## src/logic/ooo_pkg.sv

```systemverilog
////////////////////////////////////////
// Integer ALU ops only, RV32I encodings
// No loads, stores or branches are decoded
////////////////////////////////////////
package ooo_pkg;

    // Core sizes
    localparam int xlen      = 32;
    localparam int num_regs  = 32;
    localparam int rs_depth  = 4;
    localparam int rob_depth = 8;

    // Opcode and funct3 values of the kept instructions
    localparam logic [6:0] opcode_op     = 7'b0110011;
    localparam logic [6:0] opcode_op_imm = 7'b0010011;
    localparam logic [2:0] funct3_and    = 3'b111;
    localparam logic [2:0] funct3_or     = 3'b110;

    typedef logic [4:0] reg_idx_t;
    // ROB slot index doubles as rename tag
    typedef logic [2:0] rob_tag_t;

    typedef enum logic [1:0] {
        alu_add,
        alu_sub,
        alu_and,
        alu_or
    } alu_op_t;

    ////////////////////////////////////////
    // Instruction word views
    ////////////////////////////////////////

    typedef struct packed {
        logic [6:0] funct7;
        reg_idx_t   rs2;
        reg_idx_t   rs1;
        logic [2:0] funct3;
        reg_idx_t   rd;
        logic [6:0] opcode;
    } r_form_t;

    typedef struct packed {
        logic [11:0] imm;
        reg_idx_t    rs1;
        logic [2:0]  funct3;
        reg_idx_t    rd;
        logic [6:0]  opcode;
    } i_form_t;

    // Same 32 bits, decoded per opcode
    typedef union packed {
        r_form_t r_form;
        i_form_t i_form;
    } inst_t;

    ////////////////////////////////////////
    // Packets between blocks
    ////////////////////////////////////////

    typedef struct packed {
        logic            ready;
        rob_tag_t        tag;
        logic [xlen-1:0] value;
    } operand_t;

    typedef struct packed {
        logic     valid;
        alu_op_t  op;
        operand_t a;
        operand_t b;
        rob_tag_t dest;
    } rs_packet_t;

    typedef struct packed {
        logic            valid;
        rob_tag_t        tag;
        logic [xlen-1:0] value;
    } cdb_packet_t;

    typedef struct packed {
        logic     valid;
        reg_idx_t dest;
        logic     has_dest;
    } rob_alloc_t;

    typedef struct packed {
        logic            valid;
        logic            wr_en;
        reg_idx_t        index;
        logic [xlen-1:0] value;
    } commit_packet_t;

endpackage

```

## src/logic/dispatch.sv

```systemverilog
////////////////////////////////////////
// Unknown opcodes allocate with no destination
////////////////////////////////////////
`timescale 1ns/1ps

module dispatch (
    input  logic                          clock,
    input  logic                          reset,
    input  logic                          inst_valid,
    input  ooo_pkg::inst_t                inst,
    input  logic [ooo_pkg::rs_depth-1:0]  entry_busy,
    input  logic                          rob_full,
    input  ooo_pkg::rob_tag_t             rob_tail,
    output ooo_pkg::rob_tag_t             rob_read_tag_a,
    output ooo_pkg::rob_tag_t             rob_read_tag_b,
    input  ooo_pkg::operand_t             rob_read_a,
    input  ooo_pkg::operand_t             rob_read_b,
    input  ooo_pkg::cdb_packet_t          cdb,
    input  ooo_pkg::commit_packet_t       commit,
    output logic                          stall,
    output ooo_pkg::rs_packet_t           rs_write,
    output logic [ooo_pkg::rs_depth-1:0]  entry_select,
    output ooo_pkg::rob_alloc_t           rob_alloc
);

    // Architectural state and rename map
    logic [ooo_pkg::xlen-1:0] regs      [ooo_pkg::num_regs];
    logic                     map_valid [ooo_pkg::num_regs];
    ooo_pkg::rob_tag_t        map_tag   [ooo_pkg::num_regs];
    // Tracks the ROB head, commits retire in order
    ooo_pkg::rob_tag_t        retire_tag;

    logic                     is_reg;
    logic                     is_imm;
    logic                     accept;
    logic                     renames;
    ooo_pkg::alu_op_t         op;
    ooo_pkg::reg_idx_t        rs1;
    ooo_pkg::reg_idx_t        rs2;
    ooo_pkg::reg_idx_t        rd;
    logic [ooo_pkg::xlen-1:0] imm_sext;

    // Operand source priority: regfile, ROB value, bus, else wait on tag
    function automatic ooo_pkg::operand_t resolve(
        input logic                     renamed,
        input ooo_pkg::rob_tag_t        tag,
        input logic [ooo_pkg::xlen-1:0] arch_value,
        input ooo_pkg::operand_t        rob_value,
        input ooo_pkg::cdb_packet_t     bus
    );
        ooo_pkg::operand_t res;
        res.ready = 1'b1;
        res.tag   = tag;
        res.value = arch_value;
        if (renamed) begin
            if (rob_value.ready) begin
                res.value = rob_value.value;
            end else if (bus.valid && bus.tag == tag) begin
                res.value = bus.value;
            end else begin
                res.ready = 1'b0;
            end
        end
        return res;
    endfunction

    ////////////////////////////////////////
    // Decode
    ////////////////////////////////////////

    assign is_reg   = inst.r_form.opcode == ooo_pkg::opcode_op;
    assign is_imm   = inst.i_form.opcode == ooo_pkg::opcode_op_imm;
    assign rs1      = inst.r_form.rs1;
    assign rs2      = inst.r_form.rs2;
    assign rd       = inst.r_form.rd;
    assign imm_sext = {{(ooo_pkg::xlen-12){inst.i_form.imm[11]}}, inst.i_form.imm};

    always_comb begin
        case (inst.i_form.funct3)
            ooo_pkg::funct3_and: op = ooo_pkg::alu_and;
            ooo_pkg::funct3_or:  op = ooo_pkg::alu_or;
            // funct7 bit 5 selects SUB, register form only
            default: op = (is_reg && inst.r_form.funct7[5]) ? ooo_pkg::alu_sub
                                                             : ooo_pkg::alu_add;
        endcase
    end

    // Stall on no free entry or full ROB
    assign stall   = (&entry_busy) || rob_full;
    assign accept  = inst_valid && !stall;
    assign renames = accept && (is_reg || is_imm) && rd != '0;

    // Lowest free entry wins
    always_comb begin
        entry_select = '0;
        for (int i = ooo_pkg::rs_depth - 1; i >= 0; i--) begin
            if (!entry_busy[i]) begin
                entry_select    = '0;
                entry_select[i] = accept;
            end
        end
    end

    ////////////////////////////////////////
    // Operand read and packet build
    ////////////////////////////////////////

    assign rob_read_tag_a = map_tag[rs1];
    assign rob_read_tag_b = map_tag[rs2];

    always_comb begin
        rs_write.valid = accept;
        rs_write.op    = op;
        rs_write.dest  = rob_tail;
        rs_write.a     = resolve(map_valid[rs1], map_tag[rs1], regs[rs1], rob_read_a, cdb);
        if (is_imm) begin
            rs_write.b.ready = 1'b1;
            rs_write.b.tag   = '0;
            rs_write.b.value = imm_sext;
        end else begin
            rs_write.b = resolve(map_valid[rs2], map_tag[rs2], regs[rs2], rob_read_b, cdb);
        end
    end

    assign rob_alloc.valid    = accept;
    assign rob_alloc.dest     = rd;
    assign rob_alloc.has_dest = is_reg || is_imm;

    ////////////////////////////////////////
    // Register file and rename map
    ////////////////////////////////////////

    always_ff @(posedge clock) begin
        if (reset) begin
            retire_tag <= '0;
            for (int r = 0; r < ooo_pkg::num_regs; r++) begin
                regs[r]      <= '0;
                map_valid[r] <= 1'b0;
                map_tag[r]   <= '0;
            end
        end else begin
            if (commit.valid) begin
                retire_tag <= retire_tag + 1'b1;
                // Clear only if no newer producer took the register
                if (map_valid[commit.index] && map_tag[commit.index] == retire_tag) begin
                    map_valid[commit.index] <= 1'b0;
                end
            end
            if (commit.valid && commit.wr_en) begin
                regs[commit.index] <= commit.value;
            end
            // New mapping overrides a same-cycle clear
            if (renames) begin
                map_valid[rd] <= 1'b1;
                map_tag[rd]   <= rob_tail;
            end
        end
    end

endmodule

```

## src/logic/issue_alu.sv

```systemverilog
////////////////////////////////////////
// Single-cycle ALU, fixed priority select
////////////////////////////////////////
`timescale 1ns/1ps

module issue_alu (
    input  logic                                      clock,
    input  logic                                      reset,
    input  ooo_pkg::rs_packet_t [ooo_pkg::rs_depth-1:0] entries,
    input  logic                [ooo_pkg::rs_depth-1:0] ready,
    output logic                [ooo_pkg::rs_depth-1:0] issue_grant,
    output ooo_pkg::cdb_packet_t                      cdb
);

    ooo_pkg::rs_packet_t      chosen;
    logic [ooo_pkg::xlen-1:0] result;

    // Lowest ready index gets the unit
    always_comb begin
        issue_grant = '0;
        for (int i = ooo_pkg::rs_depth - 1; i >= 0; i--) begin
            if (ready[i]) begin
                issue_grant    = '0;
                issue_grant[i] = 1'b1;
            end
        end
    end

    // One-hot mux of the granted packet
    always_comb begin
        chosen = '0;
        for (int i = 0; i < ooo_pkg::rs_depth; i++) begin
            if (issue_grant[i]) begin
                chosen = entries[i];
            end
        end
    end

    ////////////////////////////////////////
    // Execute and broadcast
    ////////////////////////////////////////

    always_comb begin
        case (chosen.op)
            ooo_pkg::alu_add: result = chosen.a.value + chosen.b.value;
            ooo_pkg::alu_sub: result = chosen.a.value - chosen.b.value;
            ooo_pkg::alu_and: result = chosen.a.value & chosen.b.value;
            default:          result = chosen.a.value | chosen.b.value;
        endcase
    end

    // Bus is valid the cycle after issue
    always_ff @(posedge clock) begin
        cdb.tag   <= chosen.dest;
        cdb.value <= result;
        if (reset) begin
            cdb.valid <= 1'b0;
        end else begin
            cdb.valid <= |ready;
        end
    end

endmodule

```

## src/logic/ooo_core.sv

```systemverilog
////////////////////////////////////////
// Source must hold inst while stall is high
// One commit per cycle, in acceptance order
////////////////////////////////////////
`timescale 1ns/1ps

module ooo_core (
    input  logic                    clock,
    input  logic                    reset,
    input  logic                    inst_valid,
    input  ooo_pkg::inst_t          inst,
    output logic                    stall,
    output ooo_pkg::commit_packet_t commit
);

    ////////////////////////////////////////
    // Internal wires
    ////////////////////////////////////////

    // Reservation station bank
    ooo_pkg::rs_packet_t                           rs_write;
    ooo_pkg::rs_packet_t [ooo_pkg::rs_depth-1:0]   entries;
    logic                [ooo_pkg::rs_depth-1:0]   entry_select;
    logic                [ooo_pkg::rs_depth-1:0]   entry_busy;
    logic                [ooo_pkg::rs_depth-1:0]   entry_ready;
    logic                [ooo_pkg::rs_depth-1:0]   issue_grant;

    // Broadcast bus
    ooo_pkg::cdb_packet_t cdb;

    // Reorder buffer side
    ooo_pkg::rob_alloc_t rob_alloc;
    ooo_pkg::rob_tag_t   rob_tail;
    logic                rob_full;
    ooo_pkg::rob_tag_t   rob_read_tag_a;
    ooo_pkg::rob_tag_t   rob_read_tag_b;
    ooo_pkg::operand_t   rob_read_a;
    ooo_pkg::operand_t   rob_read_b;

    ////////////////////////////////////////
    // Dispatch and rename
    ////////////////////////////////////////

    dispatch u_dispatch (
        .clock          (clock),
        .reset          (reset),
        .inst_valid     (inst_valid),
        .inst           (inst),
        .entry_busy     (entry_busy),
        .rob_full       (rob_full),
        .rob_tail       (rob_tail),
        .rob_read_tag_a (rob_read_tag_a),
        .rob_read_tag_b (rob_read_tag_b),
        .rob_read_a     (rob_read_a),
        .rob_read_b     (rob_read_b),
        .cdb            (cdb),
        .commit         (commit),
        .stall          (stall),
        .rs_write       (rs_write),
        .entry_select   (entry_select),
        .rob_alloc      (rob_alloc)
    );

    // One entry per slot, all snoop the same bus
    for (genvar i = 0; i < ooo_pkg::rs_depth; i++) begin : g_entry
        rs_entry u_entry (
            .clock       (clock),
            .reset       (reset),
            .write_en    (entry_select[i]),
            .rs_write    (rs_write),
            .issue_grant (issue_grant[i]),
            .cdb         (cdb),
            .entry       (entries[i]),
            .busy        (entry_busy[i]),
            .ready       (entry_ready[i])
        );
    end

    ////////////////////////////////////////
    // Execute and retire
    ////////////////////////////////////////

    issue_alu u_issue_alu (
        .clock       (clock),
        .reset       (reset),
        .entries     (entries),
        .ready       (entry_ready),
        .issue_grant (issue_grant),
        .cdb         (cdb)
    );

    rob u_rob (
        .clock      (clock),
        .reset      (reset),
        .rob_alloc  (rob_alloc),
        .rob_tail   (rob_tail),
        .rob_full   (rob_full),
        .read_tag_a (rob_read_tag_a),
        .read_tag_b (rob_read_tag_b),
        .read_a     (rob_read_a),
        .read_b     (rob_read_b),
        .cdb        (cdb),
        .commit     (commit)
    );

endmodule

```

## src/logic/rob.sv

```systemverilog
////////////////////////////////////////
// Retire never blocks, alloc needs not-full
////////////////////////////////////////
`timescale 1ns/1ps

module rob (
    input  logic                    clock,
    input  logic                    reset,
    input  ooo_pkg::rob_alloc_t     rob_alloc,
    output ooo_pkg::rob_tag_t       rob_tail,
    output logic                    rob_full,
    input  ooo_pkg::rob_tag_t       read_tag_a,
    input  ooo_pkg::rob_tag_t       read_tag_b,
    output ooo_pkg::operand_t       read_a,
    output ooo_pkg::operand_t       read_b,
    input  ooo_pkg::cdb_packet_t    cdb,
    output ooo_pkg::commit_packet_t commit
);

    // Per-slot storage
    ooo_pkg::reg_idx_t        dest_q     [ooo_pkg::rob_depth];
    logic                     has_dest_q [ooo_pkg::rob_depth];
    logic                     complete_q [ooo_pkg::rob_depth];
    logic [ooo_pkg::xlen-1:0] value_q    [ooo_pkg::rob_depth];

    // Pointers wrap with the tag width
    ooo_pkg::rob_tag_t                   head;
    ooo_pkg::rob_tag_t                   tail;
    logic [$clog2(ooo_pkg::rob_depth):0] count;

    assign rob_tail = tail;
    assign rob_full = count == ooo_pkg::rob_depth;

    ////////////////////////////////////////
    // Value read ports for dispatch
    ////////////////////////////////////////

    always_comb begin
        read_a.ready = complete_q[read_tag_a];
        read_a.tag   = read_tag_a;
        read_a.value = value_q[read_tag_a];
        read_b.ready = complete_q[read_tag_b];
        read_b.tag   = read_tag_b;
        read_b.value = value_q[read_tag_b];
    end

    // Head retires as soon as it is complete
    always_comb begin
        commit.valid = count != '0 && complete_q[head];
        commit.wr_en = commit.valid && has_dest_q[head] && dest_q[head] != '0;
        commit.index = dest_q[head];
        commit.value = value_q[head];
    end

    ////////////////////////////////////////
    // Pointer and status update
    ////////////////////////////////////////

    always_ff @(posedge clock) begin
        if (reset) begin
            head  <= '0;
            tail  <= '0;
            count <= '0;
            for (int i = 0; i < ooo_pkg::rob_depth; i++) begin
                complete_q[i] <= 1'b0;
            end
        end else begin
            if (rob_alloc.valid) begin
                tail             <= tail + 1'b1;
                complete_q[tail] <= 1'b0;
            end
            // Bus tag is always an in-flight slot
            if (cdb.valid) begin
                complete_q[cdb.tag] <= 1'b1;
            end
            if (commit.valid) begin
                head <= head + 1'b1;
            end
            case ({rob_alloc.valid, commit.valid})
                2'b10:   count <= count + 1'b1;
                2'b01:   count <= count - 1'b1;
                default: count <= count;
            endcase
        end
    end

    // Payload fields
    always_ff @(posedge clock) begin
        if (rob_alloc.valid) begin
            dest_q[tail]     <= rob_alloc.dest;
            has_dest_q[tail] <= rob_alloc.has_dest;
        end
        if (cdb.valid) begin
            value_q[cdb.tag] <= cdb.value;
        end
    end

endmodule

```

## src/logic/rs_entry.sv

```systemverilog
////////////////////////////////////////
// Write only when free, grant only when ready
////////////////////////////////////////
`timescale 1ns/1ps

module rs_entry (
    input  logic                 clock,
    input  logic                 reset,
    input  logic                 write_en,
    input  ooo_pkg::rs_packet_t  rs_write,
    input  logic                 issue_grant,
    input  ooo_pkg::cdb_packet_t cdb,
    output ooo_pkg::rs_packet_t  entry,
    output logic                 busy,
    output logic                 ready
);

    ooo_pkg::rs_packet_t held;
    logic                wake_a;
    logic                wake_b;

    // Tag match on the bus for a waiting operand
    assign wake_a = cdb.valid && !held.a.ready && cdb.tag == held.a.tag;
    assign wake_b = cdb.valid && !held.b.ready && cdb.tag == held.b.tag;

    always_ff @(posedge clock) begin
        if (reset) begin
            held.valid <= 1'b0;
        end else if (write_en) begin
            // Dispatch already forwarded any same-cycle broadcast
            held <= rs_write;
        end else begin
            if (issue_grant) begin
                held.valid <= 1'b0;
            end
            if (wake_a) begin
                held.a.ready <= 1'b1;
                held.a.value <= cdb.value;
            end
            if (wake_b) begin
                held.b.ready <= 1'b1;
                held.b.value <= cdb.value;
            end
        end
    end

    ////////////////////////////////////////
    // Status toward issue and dispatch
    ////////////////////////////////////////

    assign entry = held;
    assign busy  = held.valid;
    assign ready = held.valid && held.a.ready && held.b.ready;

endmodule

```

## config.mk

```make
export PLATFORM = sky130hd
export DESIGN_NAME = ooo_core
export DESIGN_NICKNAME = d
export VERILOG_FILES = /design/src/logic/ooo_pkg.sv /design/src/logic/dispatch.sv /design/src/logic/issue_alu.sv /design/src/logic/ooo_core.sv /design/src/logic/rob.sv /design/src/logic/rs_entry.sv
export SDC_FILE = /design/constraint.sdc
export NUM_CORES = 2
export LEC_CHECK = 0
export BUFFER_PORTS_ARGS = -buffer_cell sky130_fd_sc_hd__buf_2
export CORE_MARGIN = 5
export CORE_UTILIZATION = 35
export CTS_BUF_LIST = sky130_fd_sc_hd__clkbuf_8
export DETAILED_ROUTE_END_ITERATION = 7
export PLACE_DENSITY = 0.59
export SLEW_MARGIN = 5
export SYNTH_ARGS = -nofsm -noshare
export SYNTH_HDL_FRONTEND = slang
export SYNTH_SLANG_ARGS = --single-unit
```

## constraint.sdc

```tcl
create_clock -name clock -period 9.9 [get_ports clock]
set_input_delay 1.98 -clock clock [delete_from_list [all_inputs] [get_ports clock]]
set_output_delay 1.98 -clock clock [all_outputs]
set_load 0.02 [all_outputs]
```

==> reports/metrics.cfg <==
[status]
status=complete, no violations

[drt]
drtIter0Drc=9986
wirelength_mm=351
wl_per_cell_um=31.1
antenna_left=0
via_count=69729
route.layer.met1.wl_mm=131
dr.pass1.iters=8
vias_per_cell=6.17
highest_layer=met5
wl_met3_mm=41.4
routed-wl-met2_mm=162
drcViolationCount=0

[power]
pwr-share-seq_pct=48.9
combPwrFrac_pct=14.8
power_density_mw_per_mm2=172
p_int_uw=13500
pwr-share-clk_pct=36.3
leakage_uw=0.0380
vdd_ir_drop_max_v=0.000113
p_sw_uw=5280
switching_share_pct=28.1

[sta]
rsz0062_at_grt=false
worst_hold_slack_ns=0.475
hold_violations=0
setup_tns_ns=0
finalSetupViolations=0
worst_pin_slew_ns=1.32
relSlewSlack_pct=11.5
min_period_over_period_pct=75.7
period_minus_slack_ns=7.50
report.final.slew_viol_count=0
clock_skew_ns=0.0693
fmax_ghz=0.133

[clock_tree]
cts_max_level=5
post_cts_resized=0
clkLatencyLatePin_ns=1.08
clkTransAtPathRegs_ns=0.07
clock-root-buffer=clkbuf_8
cts_made_buffers=331
postCtsHoldBufs=0
tritoncts=done
cts_buffer_depth=4
clkSinkCount=1828
post_cts_buffers=0

[worst_setup_path]
cp_cell_sequence=and3_4 -> buf_4 -> o221ai_1 -> nor4b_1 -> nand4_1 -> or2_2 -> o21ai_0 -> xnor2_1 -> ha_1 -> o21a_1 -> nor2_1 -> nor4b_1 -> o21ai_0 -> a211o_1 -> a211oi_1 -> nor2_1 -> mux2i_1 -> a211oi_1 -> a221o_1
critPathRequiredTime_ns=10.86
crit_slowest_cell=and3_4
critical_path.max_stage_delay_ns=0.67
critPathTopFamily=simple AND/OR/NAND/NOR gates
crit_type=flop to flop
cp-start-kind=flop
setup.worst_path.end_class=flop
crit_buf_inv=1
cp_max_fo=44
arrival_ns=8.46

[final_layout]
multiInputGateArea_mm2=0.0416
n_fill_cell=26153
fin_cells=11293
final_net_count=7408
drive_above_1_share_pct=23.8
ff_latch_area_mm2=0.0539
syn2layout_area_growth_pct=11.5

[floorplanning]
die_w_um=538
core_mm2=0.279
die_y_um=538
pin_count=75
fp-row-count=194
start_util_pct=35.0
design.die.area_mm2=0.290

[placed_design]
dp_cells=10722
port_buffers=74
gp_congestion=0.898
dp_hpwl_mm=216

[synth]
yosysWarnings=0
synth.avg_cell_area_um2=13.3
synth_edf_count=1732
ys_seq_area_share_pct=55.2
synth_area_leaders=edfxtp_1 (53%), mux4_2 (18%), nor2_1 (5.0%)
syn_area_mm2=0.0976
synth_largest_area_cell=edfxtp_1
synth_top_area_share_pct=53.3
syn_inst=7352
ys_types=90
ys_ff_latch=1828
synthFlopType=edfxtp_1
async_flop_share_pct=0

[global_route]
antenna_found_initial=16
grt_pass1_wl_mm=498
track_usage_pct=23.7
grt_start_max_net_pins=131
grt_pass1_vias=68665
gr-total-overflow=0

[run]
maxCapViolCount=0

[hold_path]
min_path_type=flop to flop

==> final timing paths <==
kind | from | endpoint | slack (ns) | depth (start not counted)
setup / recovery | g_entry[0].u_entry.busy$_SDFFE_PP0P_ | u_issue_alu.cdb[31]$_DFF_P_ | 2.40 | 19
hold / removal | g_entry[3].u_entry.entry[2]$_DFFE_PP_ | u_issue_alu.cdb[34]$_DFF_P_ | 0.47 | 2
setup reg to reg | g_entry[0].u_entry.busy$_SDFFE_PP0P_ | u_issue_alu.cdb[31]$_DFF_P_ | 2.40 | 19
hold reg to reg | g_entry[3].u_entry.entry[2]$_DFFE_PP_ | u_issue_alu.cdb[34]$_DFF_P_ | 0.47 | 2
==> per-layer routing <==
metal | track usage, % | vias up
li1 | - | 28431
met1 | 30.9 | 35699
met2 | 37.6 | 4672
met3 | 6.11 | 915
met4 | 9.98 | 12
met5 | 0 | -
==> cell families (layout without fill, tap and decap cells) <==
group	after synthesis	count (layout)	synth area share (%)
and+or+nand+nor	2313	2313	10.2
xor gates and xnor gates	97	97	0.870
buffers and inverters	791	967	3.20
DFF	1828	1828	55.2
muxes	1145	1145	21.8
adders and majority gates	58	58	0.718
AOI/OAI and AO/OA	1119	1119	7.96
other	1	42	0.00384
==> layout by cell type (no fill, tap or decap), types with 163 or more instances in the layout <==
cell / instances
buf_4: 242
mux2i_1: 213
nor2_1: 1275
edfxtp_1: 1732
inv_1: 190
mux4_2: 774
o21ai_0: 163
a21oi_1: 183
nand2_1: 467
clkbuf_8: 344
==> Yosys cell counts (10+ instances only) <==
| cell | number |
|---|---|
| nor2_1 | 1288 |
| buf_4 | 10 |
| o21a_1 | 26 |
| a211oi_1 | 48 |
| edfxtp_1 | 1732 |
| and3_1 | 13 |
| buf_2 | 85 |
| nor2b_1 | 61 |
| nand4b_1 | 11 |
| nand3_1 | 72 |
| clkbuf_1 | 507 |
| xor2_1 | 25 |
| o211ai_1 | 24 |
| nor4_1 | 16 |
| a31oi_1 | 129 |
| o221ai_1 | 21 |
| maj3_1 | 16 |
| xnor2_1 | 72 |
| o21ai_0 | 164 |
| nor3_1 | 51 |
| buf_1 | 99 |
| ha_1 | 40 |
| a21oi_1 | 183 |
| a211o_1 | 13 |
| dfxtp_1 | 96 |
| mux2i_1 | 247 |
| a311o_1 | 22 |
| or3_1 | 23 |
| mux2_2 | 124 |
| nand2b_1 | 22 |
| o22ai_1 | 22 |
| and2_1 | 127 |
| o31ai_1 | 105 |
| a32oi_1 | 64 |
| a21o_1 | 69 |
| a2bb2oi_1 | 10 |
| a221oi_1 | 21 |
| nand4_1 | 30 |
| a22o_1 | 21 |
| and4_1 | 24 |
| nand2_1 | 529 |
| a22oi_1 | 95 |
| mux4_2 | 774 |
| inv_1 | 84 |
==> registers in the layout, summed over array words and instances, names as in the netlist, named ones only <==
| signal | flops |
|---|---|
| u_rob.head | 3 |
| u_issue_alu.cdb | 36 |
| g_entry.u_entry.busy | 4 |
| u_dispatch.regs | 1024 |
| u_rob.dest_q | 40 |
| u_dispatch.map_valid | 32 |
| u_dispatch.map_tag | 96 |
| u_dispatch.retire_tag | 3 |
| u_rob.complete_q | 8 |
| u_rob.rob_tail | 3 |
| g_entry.u_entry.entry | 308 |
| u_rob.value_q | 256 |
| u_rob.has_dest_q | 8 |
| u_rob.count | 4 |
==> cell type report <==
cell class	instances	area share (%)
clock inverters	221	1.18
repair buffers	315	2.11
flip-flops and latches	1828	49.6
diodes	7	0.0161
multi-input cells	4767	38.2
well taps	3724	4.28
inverters	88	0.307
clock buffers	343	4.34
==> tightest hold or removal path: cells and delay by family (launching register included) <==
family / cells / cell delay [ns]
AO/OA/AOI/OAI: 2 / 0.13
flip-flops: 1 / 0.32
==> per-stage QoR <==
step           area [µm²]  worst slack, ns  total power [µW]  utilization [%]
3_3_place_gp       103000             2.63             12000             36.9
2_1_floorplan       97800             3.84             11000                -
4_1_cts            109000             2.49             18800             39.1
5_1_grt            109000             2.21             19400             39.1
3_5_place_dp       103000             2.48             12000             36.9
6_report           109000             2.40             18800             39.1
==> power groups by stage <==
stage / Clock (µW) / Combinational, µW / Sequential, µW
after global placement: 0 / 2680 / 9280
after global routing: 7240 / 2920 / 9190
after CTS: 6880 / 2730 / 9150
after floorplan: 0 / 1850 / 9150
final: 6810 / 2780 / 9170
after detailed placement: 0 / 2720 / 9310
(Power assumes the default switching activity.)
